===== config.mk =====
export PLATFORM = sky130hd
export DESIGN_NAME = cluster_peripherals
export DESIGN_NICKNAME = d
export VERILOG_FILES = /design/src/verilog/cluster_periph_pkg.sv /design/src/verilog/cluster_ctrl_regs.sv /design/src/verilog/cluster_event_unit.sv /design/src/verilog/cluster_peripherals.sv /design/src/verilog/cluster_timer.sv /design/src/verilog/periph_slot_demux.sv
export SDC_FILE = /design/constraint.sdc
export NUM_CORES = 1
export LEC_CHECK = 0
export BUFFER_PORTS_ARGS = -buffer_cell sky130_fd_sc_hd__buf_2
export CAP_MARGIN = 20
export CORE_ASPECT_RATIO = 1.1
export CORE_MARGIN = 10
export CORE_UTILIZATION = 35
export CTS_CLUSTER_SIZE = 10
export DETAILED_ROUTE_END_ITERATION = 10
export SLEW_MARGIN = 20
export SYNTH_ARGS = -nofsm -noshare
export SYNTH_HDL_FRONTEND = slang
export SYNTH_SLANG_ARGS = --single-unit
export TNS_END_PERCENT = 100

===== constraint.sdc =====
create_clock -name clk_i -period 10.9 [get_ports clk_i]
set_clock_uncertainty 0.05 [all_clocks]
set_input_delay 0 -clock clk_i [delete_from_list [all_inputs] [get_ports clk_i]]
set_output_delay 0 -clock clk_i [all_outputs]
set_load 0.005 [all_outputs]

===== src/verilog/cluster_periph_pkg.sv =====
// shared types and address map; word accesses only, slot taken from addr[11:10], offset from addr[5:2]
`default_nettype none

package cluster_periph_pkg;

  // *******************************************************************
  // bus types
  // *******************************************************************

  typedef logic [31:0] addr_t;
  typedef logic [31:0] data_t;

  typedef struct packed {
    addr_t addr;
    logic  we;
    data_t wdata;
  } periph_req_t;

  typedef struct packed {
    data_t rdata;
    logic  err;
  } periph_resp_t;

  // one 1 KiB slot per peripheral
  typedef enum logic [1:0] {
    SLOT_CTRL  = 2'd0,
    SLOT_TIMER = 2'd1,
    SLOT_EVENT = 2'd2,
    SLOT_ERROR = 2'd3
  } periph_slot_e;

  typedef logic [3:0] reg_ofs_t;

  // *******************************************************************
  // events
  // *******************************************************************

  localparam int unsigned EVT_WIDTH     = 8;
  localparam int unsigned NB_EXT_EVT    = 3;
  localparam int unsigned EVT_TIMER_BIT = 0;
  localparam int unsigned EVT_EXT_LSB   = 1;
  localparam int unsigned EVT_SOC_BIT   = 4;

  typedef logic [EVT_WIDTH-1:0] evt_vec_t;
  typedef logic [2:0]           irq_id_t;
  typedef logic [7:0]           soc_evt_t;

  localparam data_t ERR_RDATA = 32'hBADC_AB7E;

  // *******************************************************************
  // register offsets, in words
  // *******************************************************************

  localparam reg_ofs_t CTRL_EOC       = 4'd0;
  localparam reg_ofs_t CTRL_FETCH_EN  = 4'd1;
  localparam reg_ofs_t CTRL_BOOT_ADDR = 4'd2;

  localparam reg_ofs_t TIMER_CFG   = 4'd0;
  localparam reg_ofs_t TIMER_COUNT = 4'd1;
  localparam reg_ofs_t TIMER_CMP   = 4'd2;

  // mask of core c sits at EU_MASK_BASE + c
  localparam reg_ofs_t EU_MASK_BASE = 4'd0;
  localparam reg_ofs_t EU_PENDING   = 4'd8;
  localparam reg_ofs_t EU_CLEAR     = 4'd9;
  localparam reg_ofs_t EU_SOC_DATA  = 4'd10;

  function automatic periph_slot_e addr_slot(addr_t addr);
    return periph_slot_e'(addr[11:10]);
  endfunction

  function automatic reg_ofs_t addr_ofs(addr_t addr);
    return addr[5:2];
  endfunction

endpackage

`default_nettype wire


===== src/verilog/cluster_ctrl_regs.sv =====
// writes return 0 as read data; fetch enable is NB_CORES bits wide, upper write data is dropped
`timescale 1ns/1ps
`default_nettype none

module cluster_ctrl_regs #(
  parameter int unsigned               NB_CORES  = 4,
  parameter cluster_periph_pkg::addr_t BOOT_ADDR = 32'h1C00_0000
) (
  input  logic                            clk_i,
  input  logic                            rst_ni,
  input  logic                            sel_i,
  input  cluster_periph_pkg::periph_req_t req_i,
  output cluster_periph_pkg::data_t       rdata_o,
  output logic                            eoc_o,
  output logic [NB_CORES-1:0]             fetch_enable_o,
  output cluster_periph_pkg::addr_t       boot_addr_o
);

  import cluster_periph_pkg::*;

  logic                eoc_q;
  logic [NB_CORES-1:0] fetch_en_q;
  addr_t               boot_addr_q;
  reg_ofs_t            ofs;
  logic                wr;
  data_t               rdata_d, rdata_q;

  assign ofs = addr_ofs(req_i.addr);
  assign wr  = sel_i && req_i.we;

  // *******************************************************************
  // registers
  // *******************************************************************

  always_ff @(posedge clk_i or negedge rst_ni) begin
    if (!rst_ni) begin
      eoc_q       <= 1'b0;
      fetch_en_q  <= '0;
      boot_addr_q <= BOOT_ADDR;
    end else if (wr) begin
      case (ofs)
        CTRL_EOC:       eoc_q       <= req_i.wdata[0];
        CTRL_FETCH_EN:  fetch_en_q  <= req_i.wdata[NB_CORES-1:0];
        CTRL_BOOT_ADDR: boot_addr_q <= req_i.wdata;
        default:        ;
      endcase
    end
  end

  // *******************************************************************
  // read path
  // *******************************************************************

  always_comb begin
    rdata_d = '0;
    if (!req_i.we) begin
      case (ofs)
        CTRL_EOC:       rdata_d = data_t'(eoc_q);
        CTRL_FETCH_EN:  rdata_d = data_t'(fetch_en_q);
        CTRL_BOOT_ADDR: rdata_d = boot_addr_q;
        default:        rdata_d = '0;
      endcase
    end
  end

  // held until the demux picks it up in the next cycle
  always_ff @(posedge clk_i) begin
    if (sel_i) rdata_q <= rdata_d;
  end

  assign rdata_o        = rdata_q;
  assign eoc_o          = eoc_q;
  assign fetch_enable_o = fetch_en_q;
  assign boot_addr_o    = boot_addr_q;

endmodule

`default_nettype wire


===== src/verilog/cluster_event_unit.sv =====
// one pending vector shared by all cores; set beats clear on the same bit, acks count only while requesting
`timescale 1ns/1ps
`default_nettype none

module cluster_event_unit #(
  parameter int unsigned NB_CORES = 4
) (
  input  logic                                           clk_i,
  input  logic                                           rst_ni,
  input  logic                                           sel_i,
  input  cluster_periph_pkg::periph_req_t                req_i,
  output cluster_periph_pkg::data_t                      rdata_o,
  input  logic                                           timer_evt_i,
  input  logic [cluster_periph_pkg::NB_EXT_EVT-1:0]      ext_evt_i,
  input  logic                                           soc_evt_valid_i,
  input  cluster_periph_pkg::soc_evt_t                   soc_evt_data_i,
  output logic                                           soc_evt_ready_o,
  output logic [NB_CORES-1:0]                            irq_req_o,
  output cluster_periph_pkg::irq_id_t [NB_CORES-1:0]     irq_id_o,
  input  logic [NB_CORES-1:0]                            irq_ack_i
);

  import cluster_periph_pkg::*;

  evt_vec_t                pending_q, pending_d;
  evt_vec_t                evt_set, evt_clr;
  evt_vec_t [NB_CORES-1:0] mask_q;
  evt_vec_t [NB_CORES-1:0] masked;
  soc_evt_t                soc_data_q;
  logic                    soc_hs;
  reg_ofs_t                ofs;
  logic                    wr;
  data_t                   rdata_d, rdata_q;

  // lowest set bit wins the arbitration
  function automatic irq_id_t lowest_bit(evt_vec_t vec);
    irq_id_t id;
    id = '0;
    for (int i = EVT_WIDTH - 1; i >= 0; i--) begin
      if (vec[i]) id = irq_id_t'(i);
    end
    return id;
  endfunction

  assign ofs             = addr_ofs(req_i.addr);
  assign wr              = sel_i && req_i.we;
  assign soc_evt_ready_o = !pending_q[EVT_SOC_BIT];
  assign soc_hs          = soc_evt_valid_i && soc_evt_ready_o;

  // *******************************************************************
  // pending vector
  // *******************************************************************

  always_comb begin
    evt_set                                = '0;
    evt_set[EVT_TIMER_BIT]                 = timer_evt_i;
    evt_set[EVT_EXT_LSB +: NB_EXT_EVT]     = ext_evt_i;
    evt_set[EVT_SOC_BIT]                   = soc_hs;
    evt_clr = '0;
    if (wr && ofs == EU_CLEAR) evt_clr = req_i.wdata[EVT_WIDTH-1:0];
    for (int c = 0; c < NB_CORES; c++) begin
      if (irq_ack_i[c] && irq_req_o[c]) evt_clr[irq_id_o[c]] = 1'b1;
    end
    pending_d = (pending_q & ~evt_clr) | evt_set;
  end

  always_ff @(posedge clk_i or negedge rst_ni) begin
    if (!rst_ni) begin
      pending_q <= '0;
      mask_q    <= '0;
    end else begin
      pending_q <= pending_d;
      for (int c = 0; c < NB_CORES; c++) begin
        if (wr && ofs == EU_MASK_BASE + reg_ofs_t'(c)) mask_q[c] <= req_i.wdata[EVT_WIDTH-1:0];
      end
    end
  end

  always_ff @(posedge clk_i) begin
    if (soc_hs) soc_data_q <= soc_evt_data_i;
  end

  // *******************************************************************
  // per core interrupt request
  // *******************************************************************

  for (genvar c = 0; c < NB_CORES; c++) begin : gen_core_irq
    assign masked[c]    = pending_q & mask_q[c];
    assign irq_req_o[c] = |masked[c];
    assign irq_id_o[c]  = lowest_bit(masked[c]);
  end

  // read path, masks first then the fixed registers
  always_comb begin
    rdata_d = '0;
    if (!req_i.we) begin
      for (int c = 0; c < NB_CORES; c++) begin
        if (ofs == EU_MASK_BASE + reg_ofs_t'(c)) rdata_d = data_t'(mask_q[c]);
      end
      if (ofs == EU_PENDING)  rdata_d = data_t'(pending_q);
      if (ofs == EU_SOC_DATA) rdata_d = data_t'(soc_data_q);
    end
  end

  always_ff @(posedge clk_i) begin
    if (sel_i) rdata_q <= rdata_d;
  end

  assign rdata_o = rdata_q;

endmodule

`default_nettype wire


===== src/verilog/cluster_peripherals.sv =====
// NB_CORES from 1 to 8; word-only config bus with a single outstanding transaction
`timescale 1ns/1ps
`default_nettype none

module cluster_peripherals #(
  parameter int unsigned               NB_CORES  = 4,
  parameter cluster_periph_pkg::addr_t BOOT_ADDR = 32'h1C00_0000
) (
  input  logic                                       clk_i,
  input  logic                                       rst_ni,
  // configuration master
  input  logic                                       req_valid_i,
  input  cluster_periph_pkg::periph_req_t            req_i,
  output logic                                       req_ready_o,
  output logic                                       resp_valid_o,
  output cluster_periph_pkg::periph_resp_t           resp_o,
  input  logic                                       resp_ready_i,
  // cluster control
  output logic                                       eoc_o,
  output logic [NB_CORES-1:0]                        fetch_enable_o,
  output cluster_periph_pkg::addr_t                  boot_addr_o,
  output logic                                       busy_o,
  // events and interrupts
  input  logic [cluster_periph_pkg::NB_EXT_EVT-1:0]  ext_evt_i,
  input  logic                                       soc_evt_valid_i,
  input  cluster_periph_pkg::soc_evt_t               soc_evt_data_i,
  output logic                                       soc_evt_ready_o,
  output logic [NB_CORES-1:0]                        irq_req_o,
  output cluster_periph_pkg::irq_id_t [NB_CORES-1:0] irq_id_o,
  input  logic [NB_CORES-1:0]                        irq_ack_i
);

  import cluster_periph_pkg::*;

  periph_req_t periph_req;
  logic        ctrl_sel, timer_sel, eu_sel;
  data_t       ctrl_rdata, timer_rdata, eu_rdata;
  logic        timer_evt;

  // *******************************************************************
  // slot decode
  // *******************************************************************

  periph_slot_demux i_demux (
    .clk_i         ( clk_i        ),
    .rst_ni        ( rst_ni       ),
    .req_valid_i   ( req_valid_i  ),
    .req_i         ( req_i        ),
    .req_ready_o   ( req_ready_o  ),
    .resp_valid_o  ( resp_valid_o ),
    .resp_o        ( resp_o       ),
    .resp_ready_i  ( resp_ready_i ),
    .req_o         ( periph_req   ),
    .ctrl_sel_o    ( ctrl_sel     ),
    .timer_sel_o   ( timer_sel    ),
    .eu_sel_o      ( eu_sel       ),
    .ctrl_rdata_i  ( ctrl_rdata   ),
    .timer_rdata_i ( timer_rdata  ),
    .eu_rdata_i    ( eu_rdata     )
  );

  // *******************************************************************
  // peripherals
  // *******************************************************************

  cluster_ctrl_regs #(
    .NB_CORES  ( NB_CORES  ),
    .BOOT_ADDR ( BOOT_ADDR )
  ) i_ctrl_regs (
    .clk_i          ( clk_i          ),
    .rst_ni         ( rst_ni         ),
    .sel_i          ( ctrl_sel       ),
    .req_i          ( periph_req     ),
    .rdata_o        ( ctrl_rdata     ),
    .eoc_o          ( eoc_o          ),
    .fetch_enable_o ( fetch_enable_o ),
    .boot_addr_o    ( boot_addr_o    )
  );

  cluster_timer i_timer (
    .clk_i       ( clk_i       ),
    .rst_ni      ( rst_ni      ),
    .sel_i       ( timer_sel   ),
    .req_i       ( periph_req  ),
    .rdata_o     ( timer_rdata ),
    .timer_evt_o ( timer_evt   ),
    .busy_o      ( busy_o      )
  );

  cluster_event_unit #(
    .NB_CORES ( NB_CORES )
  ) i_event_unit (
    .clk_i           ( clk_i           ),
    .rst_ni          ( rst_ni          ),
    .sel_i           ( eu_sel          ),
    .req_i           ( periph_req      ),
    .rdata_o         ( eu_rdata        ),
    .timer_evt_i     ( timer_evt       ),
    .ext_evt_i       ( ext_evt_i       ),
    .soc_evt_valid_i ( soc_evt_valid_i ),
    .soc_evt_data_i  ( soc_evt_data_i  ),
    .soc_evt_ready_o ( soc_evt_ready_o ),
    .irq_req_o       ( irq_req_o       ),
    .irq_id_o        ( irq_id_o        ),
    .irq_ack_i       ( irq_ack_i       )
  );

endmodule

`default_nettype wire


===== src/verilog/cluster_timer.sv =====
// compare resets to all ones; a count write in the match cycle wins and the event is skipped
`timescale 1ns/1ps
`default_nettype none

module cluster_timer (
  input  logic                            clk_i,
  input  logic                            rst_ni,
  input  logic                            sel_i,
  input  cluster_periph_pkg::periph_req_t req_i,
  output cluster_periph_pkg::data_t       rdata_o,
  output logic                            timer_evt_o,
  output logic                            busy_o
);

  import cluster_periph_pkg::*;

  logic     en_q;
  data_t    count_q;
  data_t    cmp_q;
  logic     evt_q;
  logic     match;
  reg_ofs_t ofs;
  logic     wr;
  data_t    rdata_d, rdata_q;

  assign ofs   = addr_ofs(req_i.addr);
  assign wr    = sel_i && req_i.we;
  assign match = en_q && (count_q == cmp_q);

  // *******************************************************************
  // counter and configuration
  // *******************************************************************

  always_ff @(posedge clk_i or negedge rst_ni) begin
    if (!rst_ni) begin
      en_q    <= 1'b0;
      count_q <= '0;
      cmp_q   <= '1;
      evt_q   <= 1'b0;
    end else begin
      // pulse lines up with the cycle where the counter shows 0
      evt_q <= match && !(wr && ofs == TIMER_COUNT);
      if (wr && ofs == TIMER_CFG) en_q <= req_i.wdata[0];
      if (wr && ofs == TIMER_CMP) cmp_q <= req_i.wdata;
      if (wr && ofs == TIMER_COUNT) begin
        count_q <= req_i.wdata;
      end else if (match) begin
        count_q <= '0;
      end else if (en_q) begin
        count_q <= count_q + 32'd1;
      end
    end
  end

  // *******************************************************************
  // read path
  // *******************************************************************

  always_comb begin
    rdata_d = '0;
    if (!req_i.we) begin
      case (ofs)
        TIMER_CFG:   rdata_d = data_t'(en_q);
        TIMER_COUNT: rdata_d = count_q;
        TIMER_CMP:   rdata_d = cmp_q;
        default:     rdata_d = '0;
      endcase
    end
  end

  always_ff @(posedge clk_i) begin
    if (sel_i) rdata_q <= rdata_d;
  end

  assign rdata_o     = rdata_q;
  assign timer_evt_o = evt_q;
  assign busy_o      = en_q;

endmodule

`default_nettype wire


===== src/verilog/periph_slot_demux.sv =====
// one transaction in flight; response valid two cycles after accept, slot 3 answered here with err
`timescale 1ns/1ps
`default_nettype none

module periph_slot_demux (
  input  logic                             clk_i,
  input  logic                             rst_ni,
  input  logic                             req_valid_i,
  input  cluster_periph_pkg::periph_req_t  req_i,
  output logic                             req_ready_o,
  output logic                             resp_valid_o,
  output cluster_periph_pkg::periph_resp_t resp_o,
  input  logic                             resp_ready_i,
  output cluster_periph_pkg::periph_req_t  req_o,
  output logic                             ctrl_sel_o,
  output logic                             timer_sel_o,
  output logic                             eu_sel_o,
  input  cluster_periph_pkg::data_t        ctrl_rdata_i,
  input  cluster_periph_pkg::data_t        timer_rdata_i,
  input  cluster_periph_pkg::data_t        eu_rdata_i
);

  import cluster_periph_pkg::*;

  typedef enum logic [1:0] {
    IDLE,
    WAIT,
    RESP
  } state_e;

  state_e       state_q, state_d;
  periph_slot_e slot, slot_q;
  periph_resp_t resp_d, resp_q;
  logic         accept;

  assign slot   = addr_slot(req_i.addr);
  assign accept = req_valid_i && (state_q == IDLE);

  // request goes to every slave, only the selected one acts on it
  assign req_o       = req_i;
  assign ctrl_sel_o  = accept && (slot == SLOT_CTRL);
  assign timer_sel_o = accept && (slot == SLOT_TIMER);
  assign eu_sel_o    = accept && (slot == SLOT_EVENT);

  always_comb begin
    state_d = state_q;
    case (state_q)
      IDLE:    if (accept) state_d = WAIT;
      WAIT:    state_d = RESP;
      RESP:    if (resp_ready_i) state_d = IDLE;
      default: state_d = IDLE;
    endcase
  end

  // slaves registered their read data on the select cycle
  always_comb begin
    resp_d.err = 1'b0;
    case (slot_q)
      SLOT_CTRL:  resp_d.rdata = ctrl_rdata_i;
      SLOT_TIMER: resp_d.rdata = timer_rdata_i;
      SLOT_EVENT: resp_d.rdata = eu_rdata_i;
      default: begin
        resp_d.rdata = ERR_RDATA;
        resp_d.err   = 1'b1;
      end
    endcase
  end

  always_ff @(posedge clk_i or negedge rst_ni) begin
    if (!rst_ni) begin
      state_q <= IDLE;
    end else begin
      state_q <= state_d;
    end
  end

  always_ff @(posedge clk_i) begin
    if (accept) slot_q <= slot;
    if (state_q == WAIT) resp_q <= resp_d;
  end

  assign req_ready_o  = (state_q == IDLE);
  assign resp_valid_o = (state_q == RESP);
  assign resp_o       = resp_q;

endmodule

`default_nettype wire

==> flow_metrics.tcl, run 1 <==
set metrics [dict create \
    postPlaceCellArea_um2 13800 \
    dp_hpwl_um 25700 \
    yosysSeqAreaShare_pct 56.6 \
    vdd.ir_drop.worst_mv 0.0845 \
    gp_congestion 0.884 \
    antenna_found_initial 0 \
    end_kind "flop" \
    maxCapViolCount 0 \
    worstSkewPairLatency_ns 0.53 \
    detail_route.wl_per_cell_um 20.7 \
    synthArstFlopShare_pct 55.8 \
    cts.sinks 260 \
    met3_length_um 2170 \
    track_usage_pct 16.5 \
    setup_tns_ns 0 \
    finalCritPeriodShare_pct 33.3 \
    cts-root-buf "clkbuf_16" \
    synth_cell_types 69 \
    viasPerCell 5.31 \
    setup_ws_ns 7.27 \
    final_util_pct 43.8 \
    nets 1373 \
    coreArea_um2 35300 \
    io_buffer_count 148 \
    die-area_um2 43900 \
    die_h_um 219 \
    diodes 0 \
    cts_tree "built" \
    max_freq_ghz 0.276 \
    setup.worst_path.class "reg2reg" \
    fin_crit_ns 3.63 \
    cts_setup_buffers 0 \
    cts_resized 0 \
    arrival_ns 3.97 \
    synth-edff-count 115 \
    hold_class "in2reg" \
    area_delta_synth_final_pct 22.9 \
    drc 0 \
    setup_violations 0 \
    path_cells "nor2_1 -> nand2_1 -> inv_1 -> nand4b_1 -> nor4_2 -> a221oi_1 -> a31o_2 -> dlygate4sd3_1" \
    critPathTopFamily "simple AND/OR/NAND/NOR gates" \
    fin_area_um2 15500 \
    slew_violations 0 \
    wirelength_um 37200 \
    synth.cell_area_um2 12600 \
    first_pass_iters 8 \
    cp-start-kind "flop" \
    die_x_um 201 \
    grt_pass1_vias 9627 \
    grt_overflow 0 \
    drtIter0Drc 814 \
    powerDensity_nw_per_um2 180 \
    avgSynthCellArea_um2 11.5 \
    cts_made_buffers 34 \
    wl_met2_um 18000 \
    fill_cells 3370 \
    initial_core_util_pct 35.6 \
    synth-seq-cells 260 \
    max_slew.worst_pin.slew_ns 1.13 \
    postRouteAntennaNets 0 \
    place_ws_ns 7.70 \
    grt_first_pass_wirelength_um 57600 \
    hold_violations 0 \
    synth_nets 1183 \
    required_ns 11.25 \
    cpMaxStageDelayCell "nor4_2" \
    wl_met1_um 16000 \
    reg2reg_slack_ns 7.27 \
    finalPower_uw 2780 \
    path_clk_slew_ns 0.06 \
    status "completed" \
    num_rows 72 \
    synth_top_flop_cell "edfxtp_1" \
    crit_fanout 8 \
    grt_start_max_net_pins 74 \
    synth_cells 1097 \
    vias 9521 \
    ctsHtreeMaxLevel 2 \
    yosys_warnings 0 \
    cpPeakStageDelay_ns 0.91 \
    path_buf_inv 2 \
    leakagePower_uw 0.00633 \
    rsz0062_at_grt "false" \
    slew_headroom_pct 23.8 \
    io_pins 175 \
    drive_gt1_share_pct 29.0 \
    highest-signal-layer "met4" \
    clockBufferDepth 3 \
]
worst paths after layout:
check                                        startpoint                          end  depth (start not counted)
worst max-delay path                 i_demux.state_q[1]    i_event_unit.pending_q[3]                          8
worst min-delay path                       irq_ack_i[2]    i_event_unit.pending_q[6]                          4
worst max register to register       i_demux.state_q[1]    i_event_unit.pending_q[3]                          8
worst min register to register  i_ctrl_regs.rdata_o[25]           i_demux.resp_o[26]                          2
max in group asynchronous                        rst_ni           i_timer.count_q[6]                          3
min in group asynchronous                        rst_ni  i_ctrl_regs.boot_addr_o[31]                          2
flip-flops by register name, summed over array words and instances (netlist names), 2 cells and up:
signal / count
i_demux.resp_o: 33
i_ctrl_regs.boot_addr_o: 32
i_demux.slot_q: 2
i_ctrl_regs.rdata_o: 32
i_ctrl_regs.fetch_enable_o: 4
i_demux.state_q: 2
i_timer.cmp_q: 32
i_event_unit.mask_q: 32
i_timer.count_q: 32
i_event_unit.soc_data_q: 8
i_event_unit.pending_q: 8
i_event_unit.rdata_o: 8
i_timer.rdata_o: 32
worst reg2reg max path, delay by kind of cell (launching register included):
kind	cells	cell delay, ns
AO/OA/AOI/OAI	2	0.50
flip-flops	1	0.41
buffers and inverters	2	0.71
AND/OR/NAND/NOR	4	1.84
Yosys cell counts (3+ instances only):
cell type  count  area [um^2]
clkbuf_1      51          191
nor2_1        93          349
xnor2_1       30          263
buf_2          7         35.0
or4_1          4         30.0
o22a_1         6         52.6
mux4_2         5          113
a221oi_1       3         26.3
o311ai_0       3         26.3
nand2_1      131          492
edfxtp_1     115         3450
nor3_1        27          135
mux2i_1       17          170
xor2_1        27          236
a21oi_1       20          100
or3_1          5         31.3
o31ai_1       16          120
mux2_2       108         1220
inv_1         16         60.1
dfrtp_1      110         2750
nor4b_1        5         43.8
a222oi_1       8         80.1
nor2b_1        5         31.3
nand3_1       33          165
nor4_1        14         87.6
o22ai_1        4         25.0
dfstp_2       35          920
or2_2          3         18.8
nand2b_1       6         37.5
nand4_1       15         93.8
and3_1        10         62.6
buf_1         10         37.5
o21ai_1        3         15.0
a21o_1         3         22.5
and2_1        34          213
o21ai_0       28          140
a22oi_1       44          330
metrics by stage:
step,cells,hold WS (ns)
final,1793,0.0433
after global routing,1793,0.0731
after CTS,1792,0.00921
after detailed placement,1674,0.0562
after global placement,1674,0.0501
after floorplan,1097,-0.346
routing by layer:
| metal | track usage [%] | vias up |
|---|---|---|
| li1 | - | 4396 |
| met1 | 21.0 | 4737 |
| met2 | 27.5 | 329 |
| met3 | 3.54 | 59 |
| met4 | 5.53 | 0 |
| met5 | 0 | - |
cell usage in the layout, fill, tap and decap left out, drive strengths merged, types with 35 or more instances in the layout:
cell         synthesis  final
mux2               108    108
nor2                93     93
dlygate4sd3          0     57
clkbuf              51     53
a22oi               44     44
dfrtp              110    110
edfxtp             115    115
buf                 18    166
nand2              131    131
and2                35     35
dfstp               35     35
repair_timing:
action	CTS	global route
endpoints found under the setup margin	0	0
endpoints found under the hold margin	244	0
hold buffers	57	0
power by group:
part           internal (uW)  switching, uW  total (uW)  leakage (uW)
combinational            199            265         464       0.00295
sequential              1160            106        1270       0.00288
clock                    628            421        1050      0.000500
cell families after synthesis:
group,synth area share (%)
simple gates,15.7
flops,56.6
compound gates,9.06
mux,11.9
buf+inv,2.67
xor+xnor,3.97
fa+ha+maj,0.0994
final cells by class:
cell class	count	area (um^2)	area share, %
flip-flops and latches	260	7130	46.1
multi-input cells	752	5170	33.4
repair buffers	223	1470	9.48
clock buffers	53	952	6.16
well taps	481	602	3.89
clock inverters	8	88.8	0.575
inverters	16	60.1	0.388
No activity file was read; power rests on OpenSTA's default activity.
==> run 2: changes to the inputs <==
- ABC_AREA: not set -> 1
- clock period: 10.9 -> 3.25 ns (I/O delays scaled with it)
==> run 2 against run 1 <==
Compared with the run above: total power increased to 3.5 times the previous value; final cell count increased by 30%; synthesized cell count increased by 46%; hold slack got worse by 0.0089 ns; design area increased by 4.2%; sequential power increased to 3.4 times the previous value; sequential share of layout area decreased by 1.9 points; clock power increased to 2.9 times the previous value; core utilization decreased by 0.59 points; fmax increased by 21%; routed wire length increased by 17%; die area increased by 4.9%; largest power group unchanged.
==> flow_metrics.tcl, run 2 <==
set metrics [dict create \
    status "completed" \
    wirelength_um 43600 \
    setup.worst_path.class "reg2reg" \
    detail_route.wl_per_cell_um 18.8 \
    wl_met2_um 20400 \
    power_frac_comb_pct 23.8 \
    maxCapViolCount 0 \
    hold_slack_ns 0.0343 \
    avgSynthCellArea_um2 8.30 \
    met3_length_um 2740 \
    clockPowerShare_pct 31.5 \
    highest-signal-layer "met4" \
    die_x_um 206 \
    viasPerCell 5.07 \
    setup_violations 0 \
    drive_gt1_share_pct 14.9 \
    worstSkewPairLatency_ns 0.57 \
    cts.sinks 260 \
    cts_setup_buffers 0 \
    io_buffer_count 148 \
    max_slew.worst_pin.slew_ns 0.959 \
    cp-start-kind "flop" \
    synth_cells 1598 \
    synthArstFlopShare_pct 55.8 \
    grt_overflow 0 \
    end_kind "flop" \
    initial_core_util_pct 35.6 \
    fin_crit_ns 3.00 \
    path_clk_slew_ns 0.06 \
    arrival_ns 3.38 \
    cts_tree "built" \
    coreArea_um2 37300 \
    num_rows 74 \
    synth-edff-count 115 \
    antenna_found_initial 0 \
    gp_congestion 0.974 \
    hold_class "in2reg" \
    synth_area_leaders "edfxtp_1 26%, dfrtp_1 21%, nand2_1 14%" \
    synth_cell_types 43 \
    rsz0062_at_grt "false" \
    synth_nets 1684 \
    nets 1896 \
    die_h_um 224 \
    synth.cell_area_um2 13300 \
    grt_pass1_vias 11400 \
    die-area_um2 46100 \
    slew_headroom_pct 35.7 \
    finalPower_uw 9730 \
    drc 0 \
    final_cell_mix "480 x nand2_1, 223 x inv_1, 147 x buf_2" \
    setup_tns_ns 0 \
    cts_made_buffers 30 \
    internal-power_uw 6590 \
    crit_fanout 9 \
    grt_first_pass_wirelength_um 66800 \
    hold_violations 0 \
    cts-root-buf "clkbuf_16" \
    yosys_warnings 0 \
    switching_share_pct 32.3 \
    synth_top_cell_by_area "edfxtp_1" \
    largest_register_ff_count 33 \
    vias 11800 \
    p_sw_uw 3150 \
    p_seq_share_pct 44.7 \
    synth.most_common_cell "nand2_1" \
    slew_violations 0 \
    clockBufferDepth 3 \
    fill_cells 3741 \
    layout_commonest_cell "nand2_1" \
    finalCritPeriodShare_pct 92.3 \
    grt_start_max_net_pins 65 \
    synth_top_flop_cell "edfxtp_1" \
    synth-seq-cells 260 \
    powerDensity_nw_per_um2 604 \
    area_delta_synth_final_pct 21.5 \
    max_freq_ghz 0.333 \
    io_pins 175 \
    synthTopCellsByCount "480 x nand2_1, 224 x inv_1, 115 x edfxtp_1, 111 x nor2_1, 110 x dfrtp_1" \
    required_ns 3.63 \
    dp_hpwl_um 31700 \
    first_pass_iters 5 \
    postRouteAntennaNets 0 \
    vdd.ir_drop.worst_mv 0.439 \
    ctsHtreeMaxLevel 1 \
    yosysSeqAreaShare_pct 53.7 \
    track_usage_pct 18.4 \
    leakagePower_uw 0.00711 \
    synth_top_area_share_pct 26.0 \
    diodes 0 \
    wl_met1_um 19500 \
    drtIter0Drc 1008 \
]
run 2: cell count changes after synthesis, sizes merged, moves of 19 or more:
cell	change
and2	-35
inv	+213
o22ai	+26
nand3	+38
clkbuf	-19
mux2	-108
a22oi	-44
nand4	+30
xnor2	-19
a21oi	+46
o21ai	+80
nor2	+24
nand2	+354
run 2: repair_timing:
action,4_1_cts,5_1_grt
hold buffers,70,0
setup endpoints to repair,0,3
hold endpoints to repair,276,0
resized for setup,0,1
run 2: layout make-up:
cell class                 count  area, um^2  area share, %
multi-input combinational   1049        5020           31.1
timing repair buffer         240        1630           10.1
clock buffer                  51         850           5.27
inverter                     229         860           5.33
tap                          494         618           3.83
clock inverter                 2        21.3          0.132
sequential                   260        7130           44.2
run 2: stage by stage:
stage,area [um^2],utilization [%],worst slack (ns),instances
after floorplan,13300,-,0.758,1598
after global placement,14500,39.0,0.962,2202
after detailed placement,14500,39.0,0.945,2202
after CTS,16100,43.2,0.117,2325
after global routing,16100,43.2,0.0771,2325
final,16100,43.2,0.251,2325
run 2: per-layer routing:
layer	GRT usage [%]	vias up
met5	0	-
met4	4.96	0
met3	2.53	63
met2	29.4	379
met1	25.7	5687
li1	-	5651
run 2: power by group through the flow:
stage / clock, uW / sequential (uW) / combinational (uW)
after CTS: 3130 / 4340 / 2320
final: 3070 / 4350 / 2320
after global routing: 3250 / 4390 / 2590
after detailed placement: 0 / 4400 / 2220
after floorplan: 0 / 4290 / 1400
after global placement: 0 / 4380 / 2200
run 2: worst paths after layout:
kind	startpoint	slack, ns	depth (start not counted)	endpoint
max in group asynchronous	rst_ni	1.31	4	i_event_unit.pending_q[2]
worst max register to register	i_demux.state_q[1]	0.25	10	i_event_unit.pending_q[7]
worst min-delay path	req_i[38]	0.03	6	i_event_unit.mask_q[16]
worst max-delay path	i_demux.state_q[1]	0.25	10	i_event_unit.pending_q[7]
min in group asynchronous	rst_ni	0.48	3	i_event_unit.mask_q[11]
worst min register to register	i_timer.cmp_q[2]	0.44	2	i_timer.cmp_q[2]
run 2: logic make-up (layout without fill, tap and decap cells):
logic type / count (synthesis) / after routing / share of synthesized area, %
xor+xnor: 26 / 26 / 1.72
flops: 260 / 260 / 53.7
buf+inv: 289 / 522 / 8.59
compound gates: 255 / 255 / 11.1
simple gates: 767 / 767 / 24.8
fa+ha+maj: 1 / 1 / 0.0943
run 2: critical path, stage by stage, from the launching register on:
cell           delay [ns]
dfrtp_1              0.44
nor2_4               0.13
nand2_4              0.10
nor2_4               0.24
nand2_2              0.19
nor4_1               0.29
dlygate4sd3_1        0.67
nand2_1              0.08
nand3_1              0.08
nor2_1               0.05
dlygate4sd3_1        0.55
